## src/wbSimPkg.sv

```systemverilog
/*
 * Shared constants for the Wishbone peripheral subsystem.
 * Peripheral region is 0b01100xxx_... at the top of the address space.
 * Inside the region bit 2 picks the config register and bit 4 the latency register.
 * With both bits set the config register wins.
 * Latency fields are 6 bits, so at most 63 cycles per access.
 */
`default_nettype none

package wbSimPkg;

   // Bus widths
   localparam int ADR_W  = 32;
   localparam int DAT_W  = 32;
   localparam int SEL_W  = DAT_W / 8;   // One select bit per byte
   localparam int BYTE_W = 8;

   // Peripheral region, bits 31..27 must read 01100
   localparam logic [ADR_W-1:0] REGION_MASK = 32'hF800_0000;
   localparam logic [ADR_W-1:0] REGION_BASE = 32'h6000_0000;

   // Register select bits inside the region
   localparam int CFG_BIT = 2;
   localparam int LAT_BIT = 4;

   // Latency fields of the config register
   localparam int LAT_W    = 6;
   localparam int WLAT_LSB = 0;         // Write latency in bits 5..0
   localparam int RLAT_LSB = 8;         // Read latency in bits 13..8

endpackage

`default_nettype wire

```

## src/wbAddrDecode.sv

```systemverilog
/*
 * Address decoder for the two register slaves.
 * Both select bits set goes to the config register.
 * Unmapped accesses get a one-cycle err one cycle after the strobe.
 * Slaves must never ack in the same cycle.
 */
`timescale 1ns/10ps
`default_nettype none

module wbAddrDecode
   import wbSimPkg::*;
   (
   input  logic             CLK_I,
   input  logic             rstN,
   input  logic             sStb,
   input  logic [ADR_W-1:0] sAdr,
   input  logic             cfgAck,
   input  logic             latAck,
   input  logic [DAT_W-1:0] cfgDatR,
   input  logic [DAT_W-1:0] latDatR,
   output logic             cfgStb,
   output logic             latStb,
   output logic             sAck,
   output logic             sErr,
   output logic [DAT_W-1:0] sDatR
   );

   logic inRegion;
   logic cfgHit;
   logic latHit;
   logic errQ;

   assign inRegion = (sAdr & REGION_MASK) == REGION_BASE;
   assign cfgHit   = inRegion & sAdr[CFG_BIT];
   assign latHit   = inRegion & sAdr[LAT_BIT] & ~sAdr[CFG_BIT];  // Config has priority

   assign cfgStb = sStb & cfgHit;
   assign latStb = sStb & latHit;

   // Error pulse for an unmapped strobe
   // Cleared by its own high level or once the strobe drops
   always_ff @(posedge CLK_I) begin
      if (!rstN)
         errQ <= 1'b0;
      else
         errQ <= sStb & ~(cfgHit | latHit) & ~errQ;
   end

   assign sErr  = errQ;
   assign sAck  = cfgAck | latAck;
   assign sDatR = cfgAck ? cfgDatR : latDatR;  // Whoever acks owns the data

endmodule

`default_nettype wire

```

## src/wbArbiter.sv

```systemverilog
/*
 * Round-robin arbiter for Wishbone classic masters.
 * The grant is registered, so the shared strobe lags the master strobe by one cycle.
 * The response is routed back combinationally and the grant drops with it.
 * Masters must hold their request until ack or err. No bursts, no locking.
 */
`timescale 1ns/10ps
`default_nettype none

module wbArbiter
   import wbSimPkg::*;
   #(parameter int NUM_MASTERS = 2)
   (
   input  logic                                 CLK_I,
   input  logic                                 rstN,
   input  logic [NUM_MASTERS-1:0]               mCyc,
   input  logic [NUM_MASTERS-1:0]               mStb,
   input  logic [NUM_MASTERS-1:0]               mWe,
   input  logic [NUM_MASTERS-1:0][ADR_W-1:0]    mAdr,
   input  logic [NUM_MASTERS-1:0][DAT_W-1:0]    mDatW,
   input  logic [NUM_MASTERS-1:0][SEL_W-1:0]    mSel,
   output logic [NUM_MASTERS-1:0]               mAck,
   output logic [NUM_MASTERS-1:0]               mErr,
   output logic [DAT_W-1:0]                     mDatR,
   output logic                                 sStb,
   output logic                                 sWe,
   output logic [ADR_W-1:0]                     sAdr,
   output logic [DAT_W-1:0]                     sDatW,
   output logic [SEL_W-1:0]                     sSel,
   input  logic                                 sAck,
   input  logic                                 sErr,
   input  logic [DAT_W-1:0]                     sDatR
   );

   localparam int IDX_W = (NUM_MASTERS > 1) ? $clog2(NUM_MASTERS) : 1;

   logic                   busy;      // A master owns the shared bus
   logic [IDX_W-1:0]       grantIdx;  // Owner of the bus while busy
   logic [IDX_W-1:0]       rrPtr;     // First master to look at next time
   logic [IDX_W-1:0]       nextIdx;
   logic                   anyReq;
   logic [NUM_MASTERS-1:0] req;

   assign req = mCyc & mStb;

   // Search from rrPtr upwards, wrapping. Walk the offsets downwards so
   // the smallest offset with a request is the last one written
   always_comb begin : rrSearch
      int cand;
      nextIdx = rrPtr;
      anyReq  = 1'b0;
      for (int i = NUM_MASTERS - 1; i >= 0; i--) begin
         cand = int'(rrPtr) + i;
         if (cand >= NUM_MASTERS)
            cand = cand - NUM_MASTERS;
         if (req[cand]) begin
            nextIdx = IDX_W'(cand);
            anyReq  = 1'b1;
         end
      end
   end

   always_ff @(posedge CLK_I) begin
      if (!rstN) begin
         busy     <= 1'b0;
         grantIdx <= '0;
         rrPtr    <= '0;
      end else if (!busy) begin
         if (anyReq) begin
            busy     <= 1'b1;
            grantIdx <= nextIdx;
            // Winner goes to the back of the queue
            rrPtr    <= (nextIdx == IDX_W'(NUM_MASTERS - 1)) ? '0 : nextIdx + 1'b1;
         end
      end else if (sAck || sErr || !mCyc[grantIdx]) begin
         busy <= 1'b0;  // Response seen, or owner abandoned its cycle
      end
   end

   // Granted master's request onto the shared bus
   assign sStb  = busy & mCyc[grantIdx] & mStb[grantIdx];
   assign sWe   = mWe[grantIdx];
   assign sAdr  = mAdr[grantIdx];
   assign sDatW = mDatW[grantIdx];
   assign sSel  = mSel[grantIdx];

   // Response only to the owner
   always_comb begin
      mAck = '0;
      mErr = '0;
      if (busy) begin
         mAck[grantIdx] = sAck;
         mErr[grantIdx] = sErr;
      end
   end

   assign mDatR = sDatR;  // Shared, qualified by mAck

endmodule

`default_nettype wire

```

## src/wbCfgReg.sv

```systemverilog
/*
 * Byte-writable configuration register, fixed one-cycle ack.
 * Bits 5..0 hold the write latency and bits 13..8 the read latency
 * of the latency register. Other bits are plain storage.
 * Both fields reset to RESET_LAT, all other bits to zero.
 */
`timescale 1ns/10ps
`default_nettype none

module wbCfgReg
   import wbSimPkg::*;
   #(parameter int RESET_LAT = 1)
   (
   input  logic             CLK_I,
   input  logic             rstN,
   input  logic             stb,
   input  logic             we,
   input  logic [SEL_W-1:0] sel,
   input  logic [DAT_W-1:0] datW,
   output logic             ack,
   output logic [DAT_W-1:0] datR,
   output logic [LAT_W-1:0] writeLat,
   output logic [LAT_W-1:0] readLat
   );

   localparam logic [DAT_W-1:0] RESET_VAL =
      (DAT_W'(RESET_LAT) << WLAT_LSB) | (DAT_W'(RESET_LAT) << RLAT_LSB);

   logic [DAT_W-1:0] cfgQ;
   logic             ackQ;

   always_ff @(posedge CLK_I) begin
      if (!rstN) begin
         cfgQ <= RESET_VAL;
         ackQ <= 1'b0;
      end else begin
         ackQ <= stb & ~ackQ;               // One pulse per access
         if (stb && we && !ackQ) begin      // First strobe cycle only
            for (int b = 0; b < SEL_W; b++)
               if (sel[b])
                  cfgQ[b*BYTE_W +: BYTE_W] <= datW[b*BYTE_W +: BYTE_W];
         end
      end
   end

   assign ack      = ackQ;
   assign datR     = cfgQ;  // Written value visible by the ack cycle
   assign writeLat = cfgQ[WLAT_LSB +: LAT_W];
   assign readLat  = cfgQ[RLAT_LSB +: LAT_W];

endmodule

`default_nettype wire

```

## src/wbLatencyReg.sv

```systemverilog
/*
 * Byte-writable data register with a programmable ack delay.
 * Ack comes writeLat cycles (write) or readLat cycles (read) after the strobe,
 * where a latency of 0 behaves as 1. Latency is sampled when the strobe starts.
 * Writes land on the ack edge. Dropping the strobe early aborts the access.
 */
`timescale 1ns/10ps
`default_nettype none

module wbLatencyReg
   import wbSimPkg::*;
   (
   input  logic             CLK_I,
   input  logic             rstN,
   input  logic             stb,
   input  logic             we,
   input  logic [SEL_W-1:0] sel,
   input  logic [DAT_W-1:0] datW,
   input  logic [LAT_W-1:0] writeLat,
   input  logic [LAT_W-1:0] readLat,
   output logic             ack,
   output logic [DAT_W-1:0] datR
   );

   logic [DAT_W-1:0] dataQ;
   logic [LAT_W-1:0] cnt;      // Cycles left until ack
   logic             active;   // Counting down
   logic             ackQ;
   logic             start;
   logic [LAT_W-1:0] effLat;

   // New access seen this cycle
   assign start = stb & ~active & ~ackQ;

   always_comb begin
      effLat = we ? writeLat : readLat;
      if (effLat == '0)
         effLat = LAT_W'(1);  // Zero still takes one cycle
   end

   always_ff @(posedge CLK_I) begin
      if (!rstN) begin
         active <= 1'b0;
         cnt    <= '0;
         ackQ   <= 1'b0;
      end else begin
         ackQ <= 1'b0;
         if (!stb) begin
            active <= 1'b0;                    // Master went away
         end else if (start) begin
            if (effLat == LAT_W'(1)) begin
               ackQ <= 1'b1;
            end else begin
               active <= 1'b1;
               cnt    <= effLat - LAT_W'(1);   // First cycle already spent
            end
         end else if (active) begin
            if (cnt == LAT_W'(1)) begin
               ackQ   <= 1'b1;
               active <= 1'b0;
            end else begin
               cnt <= cnt - LAT_W'(1);
            end
         end
      end
   end

   // Data update on the ack edge
   always_ff @(posedge CLK_I) begin
      if (!rstN) begin
         dataQ <= '0;
      end else if (stb && we && ackQ) begin
         for (int b = 0; b < SEL_W; b++)
            if (sel[b])
               dataQ[b*BYTE_W +: BYTE_W] <= datW[b*BYTE_W +: BYTE_W];
      end
   end

   assign ack  = ackQ;
   assign datR = dataQ;  // Old value during a write ack

endmodule

`default_nettype wire

```

## src/wbSimTop.sv

```systemverilog
/*
 * Wishbone peripheral subsystem top level.
 * NUM_MASTERS classic masters share one bus through a round-robin arbiter.
 * Response time is one arbitration cycle plus the slave latency.
 * RESET_LAT is the latency the config register starts with.
 */
`timescale 1ns/10ps
`default_nettype none

module wbSimTop
   import wbSimPkg::*;
   #(
   parameter int NUM_MASTERS = 2,
   parameter int RESET_LAT   = 1
   )
   (
   input  logic                                 CLK_I,
   input  logic                                 rstN,
   input  logic [NUM_MASTERS-1:0]               mCyc,
   input  logic [NUM_MASTERS-1:0]               mStb,
   input  logic [NUM_MASTERS-1:0]               mWe,
   input  logic [NUM_MASTERS-1:0][ADR_W-1:0]    mAdr,
   input  logic [NUM_MASTERS-1:0][DAT_W-1:0]    mDatW,
   input  logic [NUM_MASTERS-1:0][SEL_W-1:0]    mSel,
   output logic [NUM_MASTERS-1:0]               mAck,
   output logic [NUM_MASTERS-1:0]               mErr,
   output logic [DAT_W-1:0]                     mDatR
   );

   // Shared bus
   logic             sStb, sWe, sAck, sErr;
   logic [ADR_W-1:0] sAdr;
   logic [DAT_W-1:0] sDatW, sDatR;
   logic [SEL_W-1:0] sSel;

   // Slave side
   logic             cfgStb, cfgAck, latStb, latAck;
   logic [DAT_W-1:0] cfgDatR, latDatR;
   logic [LAT_W-1:0] writeLat, readLat;

   wbArbiter #(.NUM_MASTERS(NUM_MASTERS)) arbInst (
      .CLK_I(CLK_I),  .rstN(rstN),
      .mCyc(mCyc),    .mStb(mStb),   .mWe(mWe),
      .mAdr(mAdr),    .mDatW(mDatW), .mSel(mSel),
      .mAck(mAck),    .mErr(mErr),   .mDatR(mDatR),
      .sStb(sStb),    .sWe(sWe),     .sAdr(sAdr),
      .sDatW(sDatW),  .sSel(sSel),
      .sAck(sAck),    .sErr(sErr),   .sDatR(sDatR)
   );

   wbAddrDecode decInst (
      .CLK_I(CLK_I),     .rstN(rstN),
      .sStb(sStb),       .sAdr(sAdr),
      .cfgAck(cfgAck),   .latAck(latAck),
      .cfgDatR(cfgDatR), .latDatR(latDatR),
      .cfgStb(cfgStb),   .latStb(latStb),
      .sAck(sAck),       .sErr(sErr),       .sDatR(sDatR)
   );

   wbCfgReg #(.RESET_LAT(RESET_LAT)) cfgInst (
      .CLK_I(CLK_I),  .rstN(rstN),
      .stb(cfgStb),   .we(sWe),       .sel(sSel),   .datW(sDatW),
      .ack(cfgAck),   .datR(cfgDatR),
      .writeLat(writeLat), .readLat(readLat)       // Into the slow slave
   );

   wbLatencyReg latInst (
      .CLK_I(CLK_I),  .rstN(rstN),
      .stb(latStb),   .we(sWe),       .sel(sSel),   .datW(sDatW),
      .writeLat(writeLat), .readLat(readLat),
      .ack(latAck),   .datR(latDatR)
   );

endmodule

`default_nettype wire
```

## config.mk

```make
export PLATFORM = sky130hd
export DESIGN_NAME = wbSimTop
export DESIGN_NICKNAME = d
export VERILOG_FILES = /design/src/wbSimPkg.sv /design/src/wbAddrDecode.sv /design/src/wbArbiter.sv /design/src/wbCfgReg.sv /design/src/wbLatencyReg.sv /design/src/wbSimTop.sv
export SDC_FILE = /design/constraint.sdc
export NUM_CORES = 1
export LEC_CHECK = 0
export BUFFER_PORTS_ARGS = -buffer_cell sky130_fd_sc_hd__buf_2
export CORE_ASPECT_RATIO = 1.25
export CORE_MARGIN = 1
export CORE_UTILIZATION = 45
export CTS_CLUSTER_DIAMETER = 100
export DETAILED_ROUTE_END_ITERATION = 6
export HOLD_SLACK_MARGIN = 0.12
export PLACE_DENSITY = 0.78
export SYNTH_ARGS = -nofsm -noshare
export SYNTH_HDL_FRONTEND = slang
export SYNTH_SLANG_ARGS = --single-unit
```

## constraint.sdc

```tcl
create_clock -name CLK_I -period 2.2 [get_ports CLK_I]
set_input_delay 0.44 -clock CLK_I [delete_from_list [all_inputs] [get_ports CLK_I]]
set_output_delay 0.44 -clock CLK_I [all_outputs]
set_load 0.05 [all_outputs]
```

==> reports/summary.log <==
[setup_path] Max Fanout on Critical Path 5
[clocking] total clock sinks 77
[sta] count of final setup violators 4
[clocking] number of buffers created by CTS 9
[yosys] #FFs+latches synth 77
[die] Die ar. 10500 sq um
[setup_path] reg2reg setup slack -0.02 ns
[grt] maximum number of pins on one net before global-route repair 65
[sta] slew at the pin closest to its max-slew limit 0.590 ns
[status] status finished, violations left
[die] floorplan row count 40
[clocking] CTS tree yes
[die] Chip Height 115 microns
[yosys] number of enable flip-flop cells after synthesis 0
[drt] average via count per standard cell 5.88
[power_and_ir_drop] power density normalized to cell area 570 nW/um^2
[layout] Final nets 737
[drt] number of iterations in the first detailed-routing pass 4
[placed_design] RD Place Congestion 0.857
[layout] Area Overhead vs Synth 30.4%
[die] initial cell density of the core 0.469
[yosys] synthesis warning total 0
[grt] Remaining Overflow, GRT 0
[status] violated checks negative setup slack
[sta] worst-case headroom to the max-slew limit 0.605
[sta] clock skew 0.00893 ns
[clocking] Hold-fix buffers, CTS 0
[die] Core ar. 9710 sq um
[yosys] Synth Instances 455
[sta] Highest Clock Rate 0.450 GHz
[drt] violation count after the first detailed-routing iteration 208
[setup_path] Crit Path Category reg2reg
[clocking] maximum buffer depth of the clock tree 2
[grt] GRT Overall Usage 0.229
[sta] final critical-path required period 2.22 ns
[yosys] Mapped Avg Cell Area 10.0 sq um
[yosys] number of distinct standard cells referenced by the synthesized netlist 56
[placed_design] setup slack after placement -0.106 ns
[run] max-cap violation count 0
[placed_design] Port-buffer cells 129
[power_and_ir_drop] leakage power total 2.70 nW
[yosys] top area cells in the synthesized netlist dfxtp_1, mux2_2, o311a_1
[drt] number of routed nets with antenna violations 0
[yosys] area share of the largest cell type after synthesis 0.338
[yosys] most frequent cells after synthesis dfxtp_1, mux2_2, o21bai_1, o311a_1, clkbuf_1
[drt] total length of routed wires 12000 microns
[setup_path] Setup crit end kind register
[grt] number of global-route vias before repair 4092
[sta] number of max-slew violations in the final report 0
[sta] RSZ-0062 raised after global routing yes
[die] Die W 92.0 microns
[yosys] largest area contributor in the netlist dfxtp_1
[clocking] clk root buf clkbuf_16
[min_path] classification of the worst-slack hold path in2reg
[sta] Final period util 1.01
[placed_design] post-detail-place hpwl 8280 microns
[drt] routed via count 4242
[sta] Final Hold Violating Endpoints 0
[grt] wire length of the first global-routing pass 19100 microns
[yosys] cell area after synthesis 4560 sq um
[setup_path] critical path launch point type register
[yosys] share of the yosys chip area belonging to registers 0.338
[die] number of top-level pins 180
[yosys] count leader, synth dfxtp_1
[yosys] Synthesized Nets 603
[drt] number of remaining DRC errors 0
[clocking] post-CTS clock slew at the launch and capture registers of the worst setup and hold paths 0.07 ns
[drt] detail-routed net length per standard cell 16.7 microns
[setup_path] data required time at the worst endpoint 2.40 ns
[yosys] share of async-settable or async-resettable flops after synthesis 0
[setup_path] arrival time worst endpoint 2.42 ns
[power_and_ir_drop] Max rail drop VDD 0.359 mV
[layout] fraction of layout cells with a size suffix above 1 0.458
[grt] number of antenna violations at the first check in global routing 0
[clocking] insertion delay of the later-clocked pin in the worst-skew pair 0.34 ns
[clocking] # H-tree levels 3
[sta] least setup slack across all paths after layout -0.0219 ns
[yosys] Most used DFF post-synth dfxtp_1
[sta] Total Neg Setup Slack -0.0543 ns
-- flip-flops by register name, summed over array words and instances, names as in the netlist --
name / flops
cfgInst.datR: 32
latInst.datR: 32
latInst.cnt: 6
arbInst.busy: 1
arbInst.grantIdx: 1
arbInst.rrPtr: 1
cfgInst.ack: 1
decInst.sErr: 1
latInst.ack: 1
latInst.active: 1
-- where the power goes --
group / internal, mW / total, mW / switching [mW]
sequential: 1.40 / 1.41 / 0.00703
clock: 1.01 / 1.62 / 0.611
combinational: 0.173 / 0.365 / 0.192
total: 2.58 / 3.39 / 0.810
-- kinds of logic after synthesis --
group | synth area share
flip-flops | 0.338
XOR/XNOR | 0.00577
adder cells (fa/ha/maj) | 0.0110
AND/OR/NAND/NOR | 0.105
multiplexers | 0.189
AO/OA/AOI/OAI | 0.296
buffers and inverters | 0.0549
-- layout make-up --
type,count,area (sq um)
clock inverter,7,104
tap,126,158
antenna,1,2.50
sequential,77,1550
timing repair buffer,165,990
inverter,11,41.3
fill,830,3760
clock buffer,9,225
multi-input combinational,325,2880
-- per-layer routing --
layer | GRT usage | wire length (microns) | vias up
li1 | - | - | 2059
met1 | 0.269 | 5110 | 2032
met2 | 0.403 | 6010 | 131
met3 | 0.0339 | 597 | 20
met4 | 0.116 | 318 | 0
met5 | 0 | 0 | -
-- layout by cell type (no fill, tap or decap), drive strengths merged, types with 2 or more instances in the layout --
cell and count:
o21a 3, o22ai 5, clkbuf 9, nor2 18, o211a 14, o31ai 3
o311a 48, buf 165, bufinv 2, nor4 3, ha 4, nor2b 2
nor3 6, nand3 3, nor3b 2, dfxtp 77, mux2i 13, nand2b 3
a2111oi 4, a21oi 7, nor4bb 2, o311ai 2, nand4b 3, a211o 2
or3 18, xnor2 3, o21ai 11, and2 2, mux2 65, nand4 3
inv 13, clkinvlp 2, and3 2, o21bai 48, nand2 11, o2111a 2
a41oi 2
-- critical path, cell delays in order, from the launching register on --
cell      delay [ns]
dfxtp_1         0.31
or3_4           0.40
o311ai_4        0.34
o31ai_4         0.14
inv_1           0.07
ha_1            0.15
inv_2           0.04
or3_4           0.36
nand4_1         0.18
o22ai_1         0.10
-- path summary, 6_finish.rpt --
check,startpoint,to,depth (start not counted)
worst max-delay path,cfgInst.datR[9]$_SDFFE_PN0P_,latInst.cnt[4]$_SDFFE_PN0P_,9
worst min register to register,latInst.cnt[4]$_SDFFE_PN0P_,latInst.cnt[4]$_SDFFE_PN0P_,2
worst min-delay path,mDatW[0],cfgInst.datR[0]$_SDFFE_PN1P_,3
worst max register to register,cfgInst.datR[9]$_SDFFE_PN0P_,latInst.cnt[4]$_SDFFE_PN0P_,9
-- metrics by stage --
step                cells   util  power [mW]  area, sq um  hold WS [ns]
CTS                   718  0.605        3.41         5870         0.444
global route          720  0.612        3.51         5940         0.456
detailed placement    702  0.568        1.79         5510         0.475
finish                721  0.612        3.39         5950         0.454
floorplan             455      -        1.63         4580         0.429
global placement      702  0.568        1.78         5510         0.464
-- repair_timing --
action / CTS / global route
endpoints found under the hold margin: 0 / 0
gates cloned: 0 / 1
resized for setup: 7 / 10
setup endpoints to repair: 17 / 27
pin swaps: 0 / 6
buffers inserted: 0 / 1
Power figures use the tool's default switching activity.
